--- config.mk ---
export PLATFORM = sky130hd
export DESIGN_NAME = slot_display
export DESIGN_NICKNAME = d
export VERILOG_FILES = /design/src/hw/reel_pkg.sv /design/src/hw/reel_pixel_pipe.sv /design/src/hw/reel_spin_ctrl.sv /design/src/hw/slot_display.sv /design/src/hw/sprite_shader.sv
export SDC_FILE = /design/constraint.sdc
export NUM_CORES = 1
export LEC_CHECK = 0
export ABC_AREA = 1
export BUFFER_PORTS_ARGS = -buffer_cell sky130_fd_sc_hd__buf_4
export CAP_MARGIN = 25
export CORE_MARGIN = 3
export CORE_UTILIZATION = 40
export DETAILED_ROUTE_END_ITERATION = 10
export PLACE_DENSITY_LB_ADDON = 0.25
export SLEW_MARGIN = 20
export SYNTH_ARGS = -nofsm -noshare
export SYNTH_HDL_FRONTEND = slang
export SYNTH_SLANG_ARGS = --single-unit
--- constraint.sdc ---
create_clock -name clk -period 9.9 [get_ports clk]
set_input_delay 0.99 -clock clk [delete_from_list [all_inputs] [get_ports clk]]
set_output_delay 0.99 -clock clk [all_outputs]
set_load 0.05 [all_outputs]
--- src/hw/reel_pkg.sv ---
/* slot reel display shared definitions
   raster geometry, sprite sizes, colours and the per-reel sprite order */
package reel_pkg;

    ////////////////////
    // basic types
    typedef logic [2:0]  sprite_t;
    typedef logic [9:0]  offset_t;
    typedef logic [5:0]  coord_t;
    typedef logic [2:0]  rgb_t;
    typedef logic [10:0] hcount_t;
    typedef logic [9:0]  vcount_t;

    ////////////////////
    // sprite and reel geometry
    localparam int NUM_SPRITES = 7;
    // square sprites, width equals height
    localparam int SPRITE_SIZE = 64;
    // one full revolution, seven sprites stacked
    localparam offset_t TOTAL_HEIGHT = 10'd448;
    // three sprites tall
    localparam vcount_t REEL_DISPLAY_HEIGHT = 10'd192;
    localparam vcount_t REELS_START_V = 10'd40;
    // one sprite above the centred one
    localparam offset_t CENTER_OFFSET = 10'd64;
    // left edges of reels 1..3
    localparam hcount_t [0:2] REEL_START_H = '{11'd160, 11'd288, 11'd416};

    // green fill around the reels
    localparam rgb_t COLOR_BACKGROUND = 3'b010;

    // sprite order, top to bottom, per reel
    localparam sprite_t [0:2][0:6] REEL_SEQUENCE = '{
        '{3'd0, 3'd1, 3'd2, 3'd3, 3'd4, 3'd5, 3'd6},
        '{3'd2, 3'd5, 3'd0, 3'd6, 3'd3, 3'd1, 3'd4},
        '{3'd5, 3'd3, 3'd1, 3'd4, 3'd2, 3'd0, 3'd6}
    };

    // reverse lookup: where a given sprite sits in a reel's sequence
    function automatic sprite_t target_position(input logic [1:0] reel, input sprite_t sprite);
        sprite_t pos;
        pos = '0;
        for (int i = 0; i < NUM_SPRITES; i++) begin
            if (REEL_SEQUENCE[reel][i] == sprite) begin
                pos = sprite_t'(i);
            end
        end
        return pos;
    endfunction

endpackage

--- src/hw/reel_pixel_pipe.sv ---
/* raster to sprite coordinate stage
   picks the reel under the beam and scrolls it by that reel's offset */
`timescale 1ns/1ps

module reel_pixel_pipe import reel_pkg::*; (
    input  logic    clk,
    input  logic    reset_n,
    input  hcount_t hcount,
    input  vcount_t vcount,
    input  logic    active_video,
    input  offset_t reel1_offset,
    input  offset_t reel2_offset,
    input  offset_t reel3_offset,
    output sprite_t sprite_idx,
    output coord_t  x_in_sprite,
    output coord_t  y_in_sprite,
    output logic    in_reel,
    output logic    video_on
);

    offset_t    reel_offset [3];
    logic [2:0] in_win;
    logic [1:0] sel;
    sprite_t    seq_pos;
    sprite_t    sprite_d;
    coord_t     x_d;
    coord_t     y_d;

    assign reel_offset[0] = reel1_offset;
    assign reel_offset[1] = reel2_offset;
    assign reel_offset[2] = reel3_offset;

    ////////////////////
    // window test and scroll
    always_comb begin
        offset_t y_reel;
        sel = 2'd0;
        // windows never overlap so at most one bit is set
        for (int r = 0; r < 3; r++) begin
            in_win[r] = (hcount >= REEL_START_H[r]) &&
                        (hcount < REEL_START_H[r] + hcount_t'(SPRITE_SIZE)) &&
                        (vcount >= REELS_START_V) &&
                        (vcount < REELS_START_V + REEL_DISPLAY_HEIGHT);
            if (in_win[r]) begin
                sel = 2'(r);
            end
        end

        // row in window plus scroll, folded back into one revolution
        y_reel = offset_t'(vcount - REELS_START_V) + reel_offset[sel];
        if (y_reel >= TOTAL_HEIGHT) begin
            y_reel = y_reel - TOTAL_HEIGHT;
        end

        // upper bits pick the sequence slot, lower bits the row in it
        seq_pos  = y_reel[8:6];
        sprite_d = REEL_SEQUENCE[sel][seq_pos];
        x_d      = coord_t'(hcount - REEL_START_H[sel]);
        y_d      = y_reel[5:0];
    end

    ////////////////////
    // stage 1 registers
    always_ff @(posedge clk or negedge reset_n) begin
        if (!reset_n) begin
            in_reel  <= 1'b0;
            video_on <= 1'b0;
        end else begin
            in_reel  <= |in_win;
            video_on <= active_video;
        end
    end

    // coordinates only matter while in_reel is set
    always_ff @(posedge clk) begin
        sprite_idx  <= sprite_d;
        x_in_sprite <= x_d;
        y_in_sprite <= y_d;
    end

endmodule

--- src/hw/reel_spin_ctrl.sv ---
/* reel spin controller
   frame tick from vsync, spin FSM, reel offsets and the req/ack handshake */
`timescale 1ns/1ps

module reel_spin_ctrl import reel_pkg::*; #(
    parameter int PIXELS_PER_FRAME = 2,
    parameter int BASE_SPINS       = 5,
    parameter int EXTRA_SPINS      = 2
) (
    input  logic    clk,
    input  logic    reset_n,
    input  logic    vsync,
    input  logic    spin_req,
    input  sprite_t final_sprite1,
    input  sprite_t final_sprite2,
    input  sprite_t final_sprite3,
    output logic    spin_ack,
    output offset_t reel1_offset,
    output offset_t reel2_offset,
    output offset_t reel3_offset
);

    typedef enum logic [2:0] {
        ST_IDLE,
        ST_SPIN,
        ST_REEL1_STOP,
        ST_REEL2_STOP,
        ST_REEL3_STOP,
        ST_ACK
    } state_e;

    state_e  state_q, state_d;
    logic    vsync_prev;
    logic    frame_tick;
    offset_t off_q [3];
    offset_t off_d [3];
    // remaining full revolutions per reel
    logic [7:0] cnt_q [3];
    logic [7:0] cnt_d [3];
    sprite_t sprite_q [3];
    offset_t end_off [3];
    // per-reel phase flags, bit 0 is reel 1
    logic [2:0] spinning;
    logic [2:0] stopping;
    logic [2:0] last_wrap;

    // full-speed advance, wrap is handled by the caller
    function automatic offset_t spin_sum(input offset_t off);
        return off + offset_t'(PIXELS_PER_FRAME);
    endfunction

    // creep one line per frame until the target offset is reached
    function automatic offset_t stop_step(input offset_t off, input offset_t target);
        offset_t nxt;
        nxt = off;
        if (off != target) begin
            nxt = off + 10'd1;
            if (nxt >= TOTAL_HEIGHT) begin
                nxt = '0;
            end
        end
        return nxt;
    endfunction

    // offset that puts sequence position pos in the middle of the window
    function automatic offset_t ending_offset(input sprite_t pos);
        offset_t raw;
        raw = offset_t'(pos) * offset_t'(SPRITE_SIZE) + TOTAL_HEIGHT - CENTER_OFFSET;
        if (raw >= TOTAL_HEIGHT) begin
            raw = raw - TOTAL_HEIGHT;
        end
        return raw;
    endfunction

    ////////////////////
    // frame tick
    // one clock pulse after vsync (active low) falls
    always_ff @(posedge clk or negedge reset_n) begin
        if (!reset_n) begin
            vsync_prev <= 1'b1;
            frame_tick <= 1'b0;
        end else begin
            vsync_prev <= vsync;
            frame_tick <= vsync_prev & ~vsync;
        end
    end

    // capture the requested sprites while waiting in idle
    // requester keeps them stable until ack so relatching is harmless
    always_ff @(posedge clk) begin
        if (state_q == ST_IDLE && spin_req) begin
            sprite_q[0] <= final_sprite1;
            sprite_q[1] <= final_sprite2;
            sprite_q[2] <= final_sprite3;
        end
    end

    always_comb begin
        for (int i = 0; i < 3; i++) begin
            end_off[i] = ending_offset(target_position(2'(i), sprite_q[i]));
        end
    end

    ////////////////////
    // spin FSM next state
    always_comb begin
        offset_t sum;
        state_d   = state_q;
        off_d     = off_q;
        cnt_d     = cnt_q;
        spinning  = 3'b000;
        stopping  = 3'b000;
        last_wrap = 3'b000;
        sum       = '0;

        // reels stop in order 1, 2, 3
        case (state_q)
            ST_SPIN: spinning = 3'b111;
            ST_REEL1_STOP: begin
                spinning = 3'b110;
                stopping = 3'b001;
            end
            ST_REEL2_STOP: begin
                spinning = 3'b100;
                stopping = 3'b011;
            end
            ST_REEL3_STOP: stopping = 3'b111;
            default: ;
        endcase

        for (int i = 0; i < 3; i++) begin
            if (spinning[i]) begin
                sum = spin_sum(off_q[i]);
                if (sum >= TOTAL_HEIGHT) begin
                    off_d[i] = sum - TOTAL_HEIGHT;
                    // count down one revolution per wrap
                    if (cnt_q[i] != '0) begin
                        cnt_d[i] = cnt_q[i] - 8'd1;
                    end else begin
                        last_wrap[i] = 1'b1;
                    end
                end else begin
                    off_d[i] = sum;
                end
            end else if (stopping[i]) begin
                off_d[i] = stop_step(off_q[i], end_off[i]);
            end
        end

        case (state_q)
            ST_IDLE: begin
                // previous ending offsets stay as the new start
                if (spin_req) begin
                    state_d  = ST_SPIN;
                    cnt_d[0] = 8'(BASE_SPINS);
                    cnt_d[1] = 8'(EXTRA_SPINS);
                    cnt_d[2] = 8'(EXTRA_SPINS);
                end
            end
            ST_SPIN:       if (last_wrap[0]) state_d = ST_REEL1_STOP;
            ST_REEL1_STOP: if (last_wrap[1]) state_d = ST_REEL2_STOP;
            ST_REEL2_STOP: if (last_wrap[2]) state_d = ST_REEL3_STOP;
            ST_REEL3_STOP: begin
                // done once every reel sits on its target
                if (off_d[0] == end_off[0] && off_d[1] == end_off[1] &&
                    off_d[2] == end_off[2]) begin
                    state_d = ST_ACK;
                end
            end
            // hold ack until the requester lets go
            ST_ACK: if (!spin_req) state_d = ST_IDLE;
            default: state_d = ST_IDLE;
        endcase
    end

    // spin phases move on frame ticks, the ack release on any clock
    always_ff @(posedge clk or negedge reset_n) begin
        if (!reset_n) begin
            state_q <= ST_IDLE;
            for (int i = 0; i < 3; i++) begin
                off_q[i] <= '0;
                cnt_q[i] <= '0;
            end
        end else begin
            if (frame_tick || state_q == ST_ACK) begin
                state_q <= state_d;
            end
            if (frame_tick) begin
                off_q <= off_d;
                cnt_q <= cnt_d;
            end
        end
    end

    assign spin_ack     = (state_q == ST_ACK);
    assign reel1_offset = off_q[0];
    assign reel2_offset = off_q[1];
    assign reel3_offset = off_q[2];

endmodule

--- src/hw/slot_display.sv ---
/* three reel slot machine display top
   spin control, coordinate pipe and shader on a 640x480 raster */
`timescale 1ns/1ps

module slot_display import reel_pkg::*; #(
    parameter int PIXELS_PER_FRAME = 2,
    parameter int BASE_SPINS       = 5,
    parameter int EXTRA_SPINS      = 2
) (
    input  logic    clk,
    input  logic    reset_n,
    input  hcount_t hcount,
    input  vcount_t vcount,
    input  logic    active_video,
    input  logic    vsync,
    input  logic    spin_req,
    input  sprite_t final_sprite1,
    input  sprite_t final_sprite2,
    input  sprite_t final_sprite3,
    output logic    spin_ack,
    output rgb_t    pixel_rgb
);

    // reel scroll positions, change only at frame ticks
    offset_t reel1_offset;
    offset_t reel2_offset;
    offset_t reel3_offset;

    // pipe to shader
    sprite_t sprite_idx;
    coord_t  x_in_sprite;
    coord_t  y_in_sprite;
    logic    in_reel;
    logic    video_on;

    reel_spin_ctrl #(
        .PIXELS_PER_FRAME (PIXELS_PER_FRAME),
        .BASE_SPINS       (BASE_SPINS),
        .EXTRA_SPINS      (EXTRA_SPINS)
    ) reel_spin_ctrl_i (
        .clk           (clk),
        .reset_n       (reset_n),
        .vsync         (vsync),
        .spin_req      (spin_req),
        .final_sprite1 (final_sprite1),
        .final_sprite2 (final_sprite2),
        .final_sprite3 (final_sprite3),
        .spin_ack      (spin_ack),
        .reel1_offset  (reel1_offset),
        .reel2_offset  (reel2_offset),
        .reel3_offset  (reel3_offset)
    );

    // raster to pixel_rgb is three clocks
    reel_pixel_pipe reel_pixel_pipe_i (
        .clk          (clk),
        .reset_n      (reset_n),
        .hcount       (hcount),
        .vcount       (vcount),
        .active_video (active_video),
        .reel1_offset (reel1_offset),
        .reel2_offset (reel2_offset),
        .reel3_offset (reel3_offset),
        .sprite_idx   (sprite_idx),
        .x_in_sprite  (x_in_sprite),
        .y_in_sprite  (y_in_sprite),
        .in_reel      (in_reel),
        .video_on     (video_on)
    );

    sprite_shader sprite_shader_i (
        .clk         (clk),
        .reset_n     (reset_n),
        .sprite_idx  (sprite_idx),
        .x_in_sprite (x_in_sprite),
        .y_in_sprite (y_in_sprite),
        .in_reel     (in_reel),
        .video_on    (video_on),
        .pixel_rgb   (pixel_rgb)
    );

endmodule

--- src/hw/sprite_shader.sv ---
/* sprite shader, draws a bordered solid sprite and
   chooses between sprite, background and blanking colour */
`timescale 1ns/1ps

module sprite_shader import reel_pkg::*; (
    input  logic    clk,
    input  logic    reset_n,
    input  sprite_t sprite_idx,
    input  coord_t  x_in_sprite,
    input  coord_t  y_in_sprite,
    input  logic    in_reel,
    input  logic    video_on,
    output rgb_t    pixel_rgb
);

    logic border;
    rgb_t draw_q;
    logic in_reel_q;
    logic video_on_q;

    // one pixel black frame around every sprite
    assign border = (x_in_sprite == '0) || (x_in_sprite == coord_t'(SPRITE_SIZE - 1)) ||
                    (y_in_sprite == '0) || (y_in_sprite == coord_t'(SPRITE_SIZE - 1));

    ////////////////////
    // stage 2, draw
    // interior colour is index + 1 so sprite 0 is not black
    always_ff @(posedge clk) begin
        draw_q <= border ? rgb_t'(0) : rgb_t'(sprite_idx + 3'd1);
    end

    // control bits travel next to the drawn pixel
    always_ff @(posedge clk or negedge reset_n) begin
        if (!reset_n) begin
            in_reel_q  <= 1'b0;
            video_on_q <= 1'b0;
        end else begin
            in_reel_q  <= in_reel;
            video_on_q <= video_on;
        end
    end

    ////////////////////
    // stage 3, colour select
    always_ff @(posedge clk or negedge reset_n) begin
        if (!reset_n) begin
            pixel_rgb <= '0;
        end else if (video_on_q && in_reel_q) begin
            pixel_rgb <= draw_q;
        end else if (video_on_q) begin
            pixel_rgb <= COLOR_BACKGROUND;
        end else begin
            // blanking must be black
            pixel_rgb <= '0;
        end
    end

endmodule

Yosys cells after proc, flatten, opt, wreduce, memory -nomap -nowiden
Memories as Yosys holds them, arrays and structs flattened.
Cells that the tools add are included.
- register bits: 84
- memory bits (writable): 9
- output and inout port bits: 4
- logic and storage cells: 215
- memories kept: 1
- add/sub/neg operators: 26
- $lt $le $gt $ge: 20
- equality and inequality tests: 35
- muxes and demuxes: 84
- bitwise gates (word level): 4
- reductions and logical operators: 27
- memories (name ; words ; width ; read ports ; clocked after memory_dff ; write ports ; line ; RTL):
    reel_spin_ctrl_i.sprite_q ; 3 ; 3 ; 3 ; 0 ; 3 ; reel_spin_ctrl.sv:40 ; sprite_t sprite_q [3];
- operators by type and width (kind ; count):
    two-way mux 10 bit ; 20
    >= comparator 10 x 9 -> 1 bit, second input constant ; 10
    two-way mux 8 bit ; 9
    subtractor 10 x 9 -> 10 bit, second input constant ; 6
    two-way mux 3 bit ; 18
    two-way mux 24 bit ; 2
    binary-select mux 21 bit (select 2 bit) ; 1
    two-way mux 21 bit ; 2
    adder 10 x 1 -> 10 bit, second input constant ; 3
    adder 10 x 2 -> 10 bit, second input constant ; 3
    adder 9 x 9 -> 10 bit, second input constant ; 3
    equality test 10 bit ; 3
    != test 10 bit ; 3
    subtractor 10 x 7 -> 10 bit, second input constant ; 3
    equality test 3 bit, first input constant ; 8
    nonzero test 8 bit ; 3
    subtractor 8 x 1 -> 8 bit, second input constant ; 3
    binary-select mux 11 bit (select 2 bit) ; 1
    >= comparator 11 x 9 -> 1 bit, second input constant ; 2
    < comparator 11 x 9 -> 1 bit, second input constant ; 2
    binary-select mux 10 bit (select 2 bit) ; 1
    one-hot mux 3 bit (3 select lines) ; 2
    one-hot mux 3 bit (6 select lines) ; 1
    two-way mux 2 bit ; 8
    33 further kinds ; 79

Longest topological paths before layout
Gate-level depths: netlist of run 1.
An unclocked memory read counts as a cell.
- word-level depth: 21
- mapped depth: 29
- mapped depth without buffers: 29

Cells and area by module
Synthesis of run 1 repeated with hierarchy kept, for this count alone.
- cell total of the unflattened synthesis: 1271
- area, all modules: 8303.0 um^2
- modules (own cells, without submodules) (module ; instances ; cells an instance ; area an instance (um^2)):
    reel_spin_ctrl ; 1 ; 1018 ; 6475.0
    reel_pixel_pipe ; 1 ; 210 ; 1475.2
    sprite_shader ; 1 ; 43 ; 352.8

Worst setup path after synthesis of run 1
Ideal clock, no wire load.
- kind: input -> register
- start: in vcount[4]
- end: reg reel_pixel_pipe_i.sprite_idx[2]
- data arrival time: 4.478 ns
- data required time: 9.836 ns
- slack: 5.358 ns
- cell stages on the path: 25
- buffers on the path: 1
- path through: o21ai_1 o21ai_0 nand3b_2 nor2_2 clkbuf_1 a21oi_1 ha_1 ha_1 inv_1 fa_1 o21ai_0 a21oi_1 o21ai_0 xnor2_1 inv_1 ha_1 nand2_1 nand2_1 nand2_1 nand2_1 inv_2 nand2_1 o21ai_0 nor2_1 nor2_1
- longest elaborated chain between the ends: 16
- ends and longest elaborated chain (what ; line ; RTL):
    start: declaration ; slot_display.sv:13 ; input vcount_t vcount,
    >= comparator 10 x 6 -> 1 bit ; reel_pixel_pipe.sv:42 ; (vcount >= REELS_START_V) &&
    logical AND 1 bit ; reel_pixel_pipe.sv:41 ; (hcount < REEL_START_H[r] + hcount_t'(SPRITE_SIZE)) &&
    logical AND 1 bit ; reel_pixel_pipe.sv:42 ;
    two-way mux 1 bit ; reel_pixel_pipe.sv:44 ; if (in_win[r]) begin
    two-way mux 2 bit ; reel_pixel_pipe.sv:44 ;
    inverter 2 -> 3 bit (implied by the code) ; reel_pixel_pipe.sv:50, reel_pixel_pipe.sv:57 ;
    binary-select mux 10 bit (select 2 bit) ; reel_pixel_pipe.sv:50 ; y_reel = offset_t'(vcount - REELS_START_V) + reel_offset[sel];
    two-way mux 10 bit (implied by the code) (2 in series) ; reel_pixel_pipe.sv:50 ;
    adder 10 bit ; reel_pixel_pipe.sv:50 ;
    subtractor 9 bit / >= comparator 10 x 9 -> 1 bit (equally long branches) ; reel_pixel_pipe.sv:52, reel_pixel_pipe.sv:51 ;
    two-way mux 9 bit ; reel_pixel_pipe.sv:51 ; if (y_reel >= TOTAL_HEIGHT) begin
    inverter 3 -> 4 bit (implied by the code) ; reel_pixel_pipe.sv:57 ; sprite_d = REEL_SEQUENCE[sel][seq_pos];
    binary-select mux 3 bit (select 3 bit) (*) ; reel_pixel_pipe.sv:57 ;
    two-way mux 3 bit (implied by the code) (*) (2 in series) ; reel_pixel_pipe.sv:57 ;
    named net reel_pixel_pipe_i.sprite_d[2] ; reel_pixel_pipe.sv:25 ; sprite_t sprite_d;
    end signal: assignment ; reel_pixel_pipe.sv:76 ; sprite_idx <= sprite_d;
    end: declaration ; reel_pixel_pipe.sv:14 ; output sprite_t sprite_idx,
The timed path passes the listed nets; every way through them passes the cells marked *. The select of a mux whose other input is x is not followed.
A chain may end at the register's enable or synchronous reset.

Worst setup path after layout of run 1
Ends and elaborated chain as after synthesis.

==> results of run 1 <==
## through the flow
step,setup slack [ns],hold WS [ns],instances,power [mW],area (um2)
4_1_cts,5.11,0.365,1567,2.87,8970
5_1_grt,4.63,0.367,1567,3.20,8970
3_3_place_gp,4.84,0.334,1551,2.48,8670
6_report,5.10,0.359,1567,2.87,8970
2_1_floorplan,5.36,0.331,1278,2.08,8190
3_5_place_dp,4.74,0.337,1551,2.50,8670
## worst max-delay path: stages
cell and delay (ns):
buf_4 0.11, o21ai_1 0.26, o21ai_0 0.19, nand3b_2 0.28, nor2_2 0.36, a21oi_1 0.14
ha_1 0.29, ha_1 0.16, inv_1 0.05, fa_1 0.39, o21ai_0 0.27, a21oi_1 0.11
o21ai_0 0.28, xnor2_1 0.15, inv_1 0.07, ha_1 0.19, nand2_1 0.14, nand2_1 0.11
nand2_1 0.07, nand2_1 0.08, inv_2 0.10, nand2_1 0.07, o21ai_0 0.07, nor2_1 0.06
nor2_1 0.09
## cells in the final DEF, fill, tap and decap left out, types with 6 or more instances in the layout
| cell | n |
|---|---|
| xnor2_1 | 8 |
| a21oi_1 | 21 |
| xor2_1 | 29 |
| o21ai_0 | 74 |
| nand3_1 | 156 |
| dfxtp_1 | 18 |
| edfxtp_1 | 9 |
| nor2_2 | 12 |
| dfrtp_1 | 65 |
| buf_4 | 41 |
| nor2_1 | 110 |
| inv_2 | 21 |
| inv_1 | 166 |
| o21ai_1 | 6 |
| nand2_1 | 381 |
| clkbuf_16 | 9 |
| nand3b_1 | 6 |
| ha_1 | 45 |
| nand4_1 | 21 |
| nand2_2 | 13 |
| a31oi_1 | 6 |
| nor3_1 | 9 |
| o22ai_1 | 10 |
## routing by layer
metal	track usage [%]	vias to the layer above	part of all wire [%]
met1	26.6	3655	47
met4	4.67	0	1.3
met3	3.49	24	5.2
li1	-	4166	-
met2	33.8	226	47
met5	0	-	0
## area by class of cell
type                            count  share of cell area (%)
Multi-Input combinational cell    964                    56.2
Inverter                          188                    7.87
Timing Repair Buffer               41                    3.43
Tap cell                          265                    3.70
Clock inverter                      7                   0.795
Sequential cell                    93                    25.5
Clock buffer                        9                    2.51
## registers in the layout, summed over array words and instances, names as in the netlist
register                       count
reel_spin_ctrl_i.reel1_offset     10
reel_pixel_pipe_i.x_in_sprite      6
reel_spin_ctrl_i.reel2_offset     10
reel_spin_ctrl_i.frame_tick        1
reel_spin_ctrl_i.state_q           3
reel_pixel_pipe_i.video_on         1
sprite_shader_i.in_reel_q          1
sprite_shader_i.video_on_q         1
reel_pixel_pipe_i.sprite_idx       3
sprite_shader_i.pixel_rgb          3
sprite_shader_i.draw_q             3
reel_spin_ctrl_i.reel3_offset     10
reel_spin_ctrl_i.cnt_q            24
reel_pixel_pipe_i.y_in_sprite      6
reel_spin_ctrl_i.sprite_q          9
reel_spin_ctrl_i.vsync_prev        1
reel_pixel_pipe_i.in_reel          1
## report_power, final
| part | switching, mW | internal [mW] | leakage (nW) |
|---|---|---|---|
| Sequential | 0.191 | 0.520 | 1.08 |
| Combinational | 1.19 | 0.612 | 3.31 |
| Clock | 0.176 | 0.179 | 0.146 |
## cells by family after synthesis
group,synth area share [%]
mux,0.244
buf+inv,10.6
fa+ha+maj,7.12
compound gates,10.2
xor+xnor,3.95
flops,27.9
simple gates,40.0
## worst max-delay path by stage
stage / start / slack, ns / to
floorplan: vcount[4] / 5.36 / reel_pixel_pipe_i.sprite_idx[2]
global placement: vcount[4] / 4.84 / reel_pixel_pipe_i.sprite_idx[2]
detailed placement: vcount[4] / 4.74 / reel_pixel_pipe_i.sprite_idx[2]
CTS: vcount[4] / 5.11 / reel_pixel_pipe_i.sprite_idx[2]
global route: vcount[4] / 4.63 / reel_pixel_pipe_i.sprite_idx[2]
finish: vcount[4] / 5.10 / reel_pixel_pipe_i.sprite_idx[2]
==> flow_metrics.env, run 1 <==
export IMPL_status="complete, no violations"
export IMPL_fill_cells=2029
export IMPL_multi_input_area_um2=5050
export IMPL_via_count=8071
export IMPL_maxCapViolCount=0
export IMPL_num_nets_final=1378
export IMPL_synthesis_nets=1359
export IMPL_synthCells=1278
export IMPL_post_route_min_period_ns=4.80
export IMPL_track_usage_pct=19.9
export IMPL_hold_path_cell_count=0
export IMPL_port_buffer_count=38
export IMPL_crit_type="input port to flop"
export IMPL_hp_start="reel_pixel_pipe_i.video_on"
export IMPL_dieWidth_um=149
export IMPL_ys_async_sr_fraction_pct=71.0
export IMPL_max_freq_mhz=208
export IMPL_cts_buffers=9
export IMPL_cts_resized=0
export IMPL_cts_tree="built"
export IMPL_cts_sinks=93
export IMPL_ys_flop_type="dfrtp_1"
export IMPL_worstPathMaxFanout=12
export IMPL_grt_max_degree=67
export IMPL_total_leakage_power_nw=4.53
export IMPL_via_per_inst=5.15
export IMPL_critPathLaunchType="input port"
export IMPL_rsz0062_at_grt="false"
export IMPL_synth_most_common_cell="nand2_1"
export IMPL_cts_max_path_buffers=2
export IMPL_r2r_start="reel_spin_ctrl_i.reel3_offset[0]"
export IMPL_grt_pass1_vias=7454
export IMPL_netlist_area_leader_share_pct=19.9
export IMPL_vdd_drop_max_v=0.000135
export IMPL_area_sequential_um2=2280
export IMPL_ys_warn_count=0
export IMPL_syn_cell_area_um2=8190
export IMPL_area_growth_pct=9.48
export IMPL_antenna_found_initial=0
export IMPL_power_density_nw_per_um2=320
export IMPL_synth_edff_count=9
export IMPL_finalClockSkew_ns=0.0103
export IMPL_tightest_slew_ns=0.931
export IMPL_ctsHoldBuffers=0
export IMPL_die_height_um=149
export IMPL_cts_setup_buffers=0
export IMPL_dpl_hpwl_mm=16.5
export IMPL_worstPathRequired_ns=10.21
export IMPL_root_buffer="clkbuf_16"
export IMPL_drv_slew=0
export IMPL_firstDrtPassIters=5
export IMPL_hold_path_class="flop to flop"
export IMPL_grt_pass1_wl_mm=36.0
export IMPL_drive_gt1_share_pct=9.75
export IMPL_synth_area_leaders="dfrtp_1 20%, nand2_1 17%, nand3_1 9.5%"
export IMPL_overflow=0
export IMPL_worst_r2r_setup_slack_ns=6.30
export IMPL_die_area_um2=22200
export IMPL_period_share_pct=48.5
export IMPL_h_tree_depth=3
export IMPL_synth_seq_area_share_pct=27.9
export IMPL_n_antenna_cell=0
export IMPL_clk_pin_slew_worst_paths_ns=0.08
export IMPL_finalHoldViolations=0
export IMPL_worst_ep_arrival_time_ns=5.10
export IMPL_ys_seq_elements=93
export IMPL_totalWireLength_mm=21.8
export IMPL_drcViolationCount=0
export IMPL_synth_distinct_cells=55
export IMPL_avgSynthCellArea_um2=6.41
export IMPL_post_synth_top_area_cell="dfrtp_1"
export IMPL_reg2reg_depth=21
export IMPL_hold_end="sprite_shader_i.video_on_q"
export IMPL_wl_per_cell_um=13.9
export IMPL_r2r_end="reel_pixel_pipe_i.sprite_idx[2]"
export IMPL_finalWeightedCongestion=0.886
export IMPL_initial_core_util_pct=41.4
export IMPL_setup_worst_path_end_class="flop"
export IMPL_fin_tns_setup_ns=0
export IMPL_ant_nets=0
export IMPL_setup_viol=0
export IMPL_drt_iter0_markers=577
export IMPL_core_area_um2=19800
export IMPL_clk_latency_ns=0.36
export IMPL_io_pin_count=39
export IMPL_max_slew_margin_pct=37.9
export IMPL_netlist_top_cells_count="381 x nand2_1, 166 x inv_1, 156 x nand3_1"
export IMPL_rows=51
export IMPL_fin_util_pct=45.4
No activity file was read; power rests on OpenSTA's default activity.
==> inputs of run 2 (changes only) <==
--- a/config.mk
+++ b/config.mk
@@ -5,7 +5,7 @@
 export SDC_FILE = /design/constraint.sdc
 export NUM_CORES = 1
 export LEC_CHECK = 0
-export ABC_AREA = 1
+export ABC_AREA = 0
 export BUFFER_PORTS_ARGS = -buffer_cell sky130_fd_sc_hd__buf_4
 export CAP_MARGIN = 25
 export CORE_MARGIN = 3
==> constraint.sdc (replaced) <==
create_clock -name clk -period 4 [get_ports clk]
set_input_delay 0.4 -clock clk [delete_from_list [all_inputs] [get_ports clk]]
set_output_delay 0.4 -clock clk [all_outputs]
set_load 0.05 [all_outputs]
==> run 2 against run 1 <==
Compared with the run above:
- the flow now finishes with violations (negative setup slack)
- worst setup slack worse by 5.5 ns
- die area fell by 2.7%
- flip-flop and latch count stayed put
- sequential share of layout area decreased by 1.7 points
- combinational power increased by 150%
- first-iteration DRC count rose by 24%
- largest cell class unchanged
==> flow_metrics.env, run 2 <==
export IMPL_status="finished, violations left"
export IMPL_violations="negative setup slack"
export IMPL_drive_gt1_share_pct=19.7
export IMPL_ys_async_sr_fraction_pct=71.0
export IMPL_dpl_worst_slack_ns=-0.797
export IMPL_post_synth_top_area_cell="dfrtp_1"
export IMPL_n_antenna_cell=0
export IMPL_dieWidth_um=147
export IMPL_worstPathMaxFanout=6
export IMPL_cp_endpoint="reel_pixel_pipe_i.sprite_idx[0]"
export IMPL_r2r_end="reel_pixel_pipe_i.sprite_idx[0]"
export IMPL_worst_slack_ns=-0.402
export IMPL_antenna_found_initial=0
export IMPL_maxCapViolCount=0
export IMPL_hold_path_class="input port to async pin"
export IMPL_post_route_min_period_ns=4.40
export IMPL_setup_viol=3
export IMPL_critPathLaunchType="input port"
export IMPL_startpoint="hcount[10]"
export IMPL_syn_cell_area_um2=7970
export IMPL_netlist_area_leader_share_pct=20.4
export IMPL_worst_r2r_setup_slack_ns=0.11
export IMPL_total_leakage_power_nw=3.99
export IMPL_avgSynthCellArea_um2=7.96
export IMPL_die_height_um=147
export IMPL_ctsHoldBuffers=0
export IMPL_synth_area_leaders="dfrtp_1 20%, ha_1 7.1%, o21ai_0 5.4%"
export IMPL_port_buffer_count=38
export IMPL_period_share_pct=110
export IMPL_grt_max_degree=67
export IMPL_overflow=0
export IMPL_worst_ep_arrival_time_ns=4.67
export IMPL_reg2reg_depth=20
export IMPL_max_freq_mhz=227
export IMPL_total_power_mw=6.90
export IMPL_rsz0062_at_grt="true"
export IMPL_wl_per_cell_um=16.3
export IMPL_fin_cells=1354
export IMPL_cts_max_path_buffers=2
export IMPL_root_buffer="clkbuf_16"
export IMPL_crit_type="input port to flop"
export IMPL_synth_distinct_cells=84
export IMPL_num_nets_final=1170
export IMPL_fin_hold_ws_ns=0.131
export IMPL_cts_buffers=9
export IMPL_power_density_nw_per_um2=719
export IMPL_ys_warn_count=0
export IMPL_tightest_slew_ns=0.963
export IMPL_firstDrtPassIters=5
export IMPL_drcViolationCount=0
export IMPL_setup_worst_path_end_class="flop"
export IMPL_mostFrequentLayoutCell="buf_4"
export IMPL_top_register="reel_spin_ctrl_i.cnt_q"
export IMPL_clk_latency_ns=0.36
export IMPL_totalWireLength_mm=22.1
export IMPL_final_cell_mix="129 x buf_4, 89 x nor2_1, 84 x nand2_1, 82 x o21ai_0, 65 x dfrtp_1"
export IMPL_drt_iter0_markers=718
export IMPL_cts_sinks=93
export IMPL_dpl_hpwl_mm=15.9
export IMPL_cts_tree="built"
export IMPL_clk_pin_slew_worst_paths_ns=0.08
export IMPL_largest_reg_flops=24
export IMPL_rows=50
export IMPL_area_growth_pct=20.5
export IMPL_io_pin_count=39
export IMPL_netlist_top_cells_count="95 x nor2_1, 86 x o21ai_0, 85 x nand2_1"
export IMPL_drv_slew=0
export IMPL_synthesis_nets=1082
export IMPL_max_slew_margin_pct=35.8
export IMPL_track_usage_pct=20.5
export IMPL_worstPathRequired_ns=4.26
export IMPL_finalHoldViolations=0
export IMPL_die_area_um2=21600
export IMPL_r2r_start="reel_spin_ctrl_i.reel2_offset[1]"
export IMPL_grt_pass1_vias=7406
export IMPL_vdd_drop_max_v=0.000338
export IMPL_via_count=7693
export IMPL_finalWeightedCongestion=0.908
export IMPL_synthCells=1001
export IMPL_core_area_um2=19100
export IMPL_synth_seq_area_share_pct=28.7
export IMPL_via_per_inst=5.68
export IMPL_ant_nets=0
export IMPL_initial_core_util_pct=41.6
export IMPL_dpl_cell_count=1310
export IMPL_synth_edff_count=9
export IMPL_finalClockSkew_ns=0.0113
export IMPL_grt_pass1_wl_mm=36.8
export IMPL_ys_seq_elements=93
export IMPL_ys_flop_type="dfrtp_1"
export IMPL_synth_most_common_cell="nor2_1"
export IMPL_h_tree_depth=3
run 2: cell types whose count changed after synthesis, sizes merged, moves of 12 or more:
| cell | previous run | this run |
|---|---|---|
| a21oi | 21 | 49 |
| inv | 187 | 65 |
| xor2 | 29 | 11 |
| nand3 | 161 | 38 |
| and3 | 0 | 15 |
| nand2 | 398 | 85 |
| mux2i | 2 | 20 |
| clkbuf | 15 | 47 |
| a211oi | 0 | 12 |
| nor3 | 11 | 32 |
| nor2b | 0 | 12 |
| xnor2 | 8 | 36 |
| nor2 | 127 | 95 |
run 2: critical path: stages:
cell,delay (ns)
buf_6,0.09
or4_4,0.54
a311oi_4,0.26
and3_4,0.26
buf_8,0.14
a21oi_4,0.07
ha_4,0.29
ha_4,0.13
inv_2,0.03
fa_2,0.33
nor2b_1,0.11
o21ai_1,0.10
a21boi_1,0.17
o21a_1,0.15
nor2_2,0.04
xor2_1,0.19
inv_1,0.11
ha_4,0.18
nand2b_1,0.08
mux2i_2,0.10
or2_4,0.28
a21o_1,0.22
a22o_1,0.20
a222oi_1,0.21
run 2: worst min path at each step:
| stage | from | slack, ns | endpoint |
|---|---|---|---|
| after detailed placement | reel_pixel_pipe_i.video_on | 0.35 | sprite_shader_i.video_on_q |
| after CTS | hcount[2] | 0.12 | reel_pixel_pipe_i.x_in_sprite[2] |
| after floorplan | reset_n | 0.10 | reel_pixel_pipe_i.in_reel |
| final | reset_n | 0.13 | sprite_shader_i.pixel_rgb[2] |
| after global placement | reel_pixel_pipe_i.video_on | 0.34 | sprite_shader_i.video_on_q |
| after global routing | hcount[0] | 0.12 | reel_pixel_pipe_i.x_in_sprite[0] |
run 2: power by group:
group	switching [mW]	internal (mW)	total [mW]
Clock	0.437	0.476	0.913
Combinational	2.43	2.02	4.45
Sequential	0.342	1.20	1.54
Total	3.21	3.69	6.90
run 2: layout make-up:
| class | count | area, um2 |
|---|---|---|
| inverter | 65 | 244 |
| fill | 1882 | 9540 |
| clock buffer | 10 | 250 |
| timing repair buffer | 134 | 1030 |
| tap | 260 | 325 |
| multi-input combinational | 786 | 5410 |
| clock inverter | 6 | 60.1 |
| sequential | 93 | 2280 |
run 2: metrics by stage:
step                area [um2]  TNS [ns]  util, %
floorplan                 8010     -1.97        -
global placement          8870     -1.94     46.4
detailed placement        8870     -2.33     46.4
CTS                       9420    -0.894     49.2
global route              9600     -1.78     50.2
finish                    9600     -1.10     50.2
run 2: logic make-up (layout without fill, tap and decap cells):
kind of cell | after synthesis | after routing | share of synthesized area, %
AOI/OAI and AO/OA | 298 | 298 | 25.5
buffers and inverters | 122 | 215 | 6.00
muxes | 27 | 27 | 3.50
xor gates and xnor gates | 51 | 51 | 6.41
and+or+nand+nor | 363 | 363 | 22.5
adders and majority gates | 47 | 47 | 7.44
DFF | 93 | 93 | 28.7
run 2: repair_timing:
action / 4_1_cts / 5_1_grt
cloned: 1 / 0
gates resized for setup: 16 / 36
setup buffers: 23 / 4
pin swaps: 9 / 15
endpoints found under the setup margin: 4 / 4
run 2: layer usage:
| layer | vias to the layer above | wire length, um | track usage, % |
|---|---|---|---|
| met3 | 24 | 1160 | 3.52 |
| li1 | 3836 | - | - |
| met2 | 198 | 10200 | 33.9 |
| met1 | 3635 | 10500 | 28.0 |
| met5 | - | 0 | 0 |
| met4 | 0 | 304 | 4.99 |
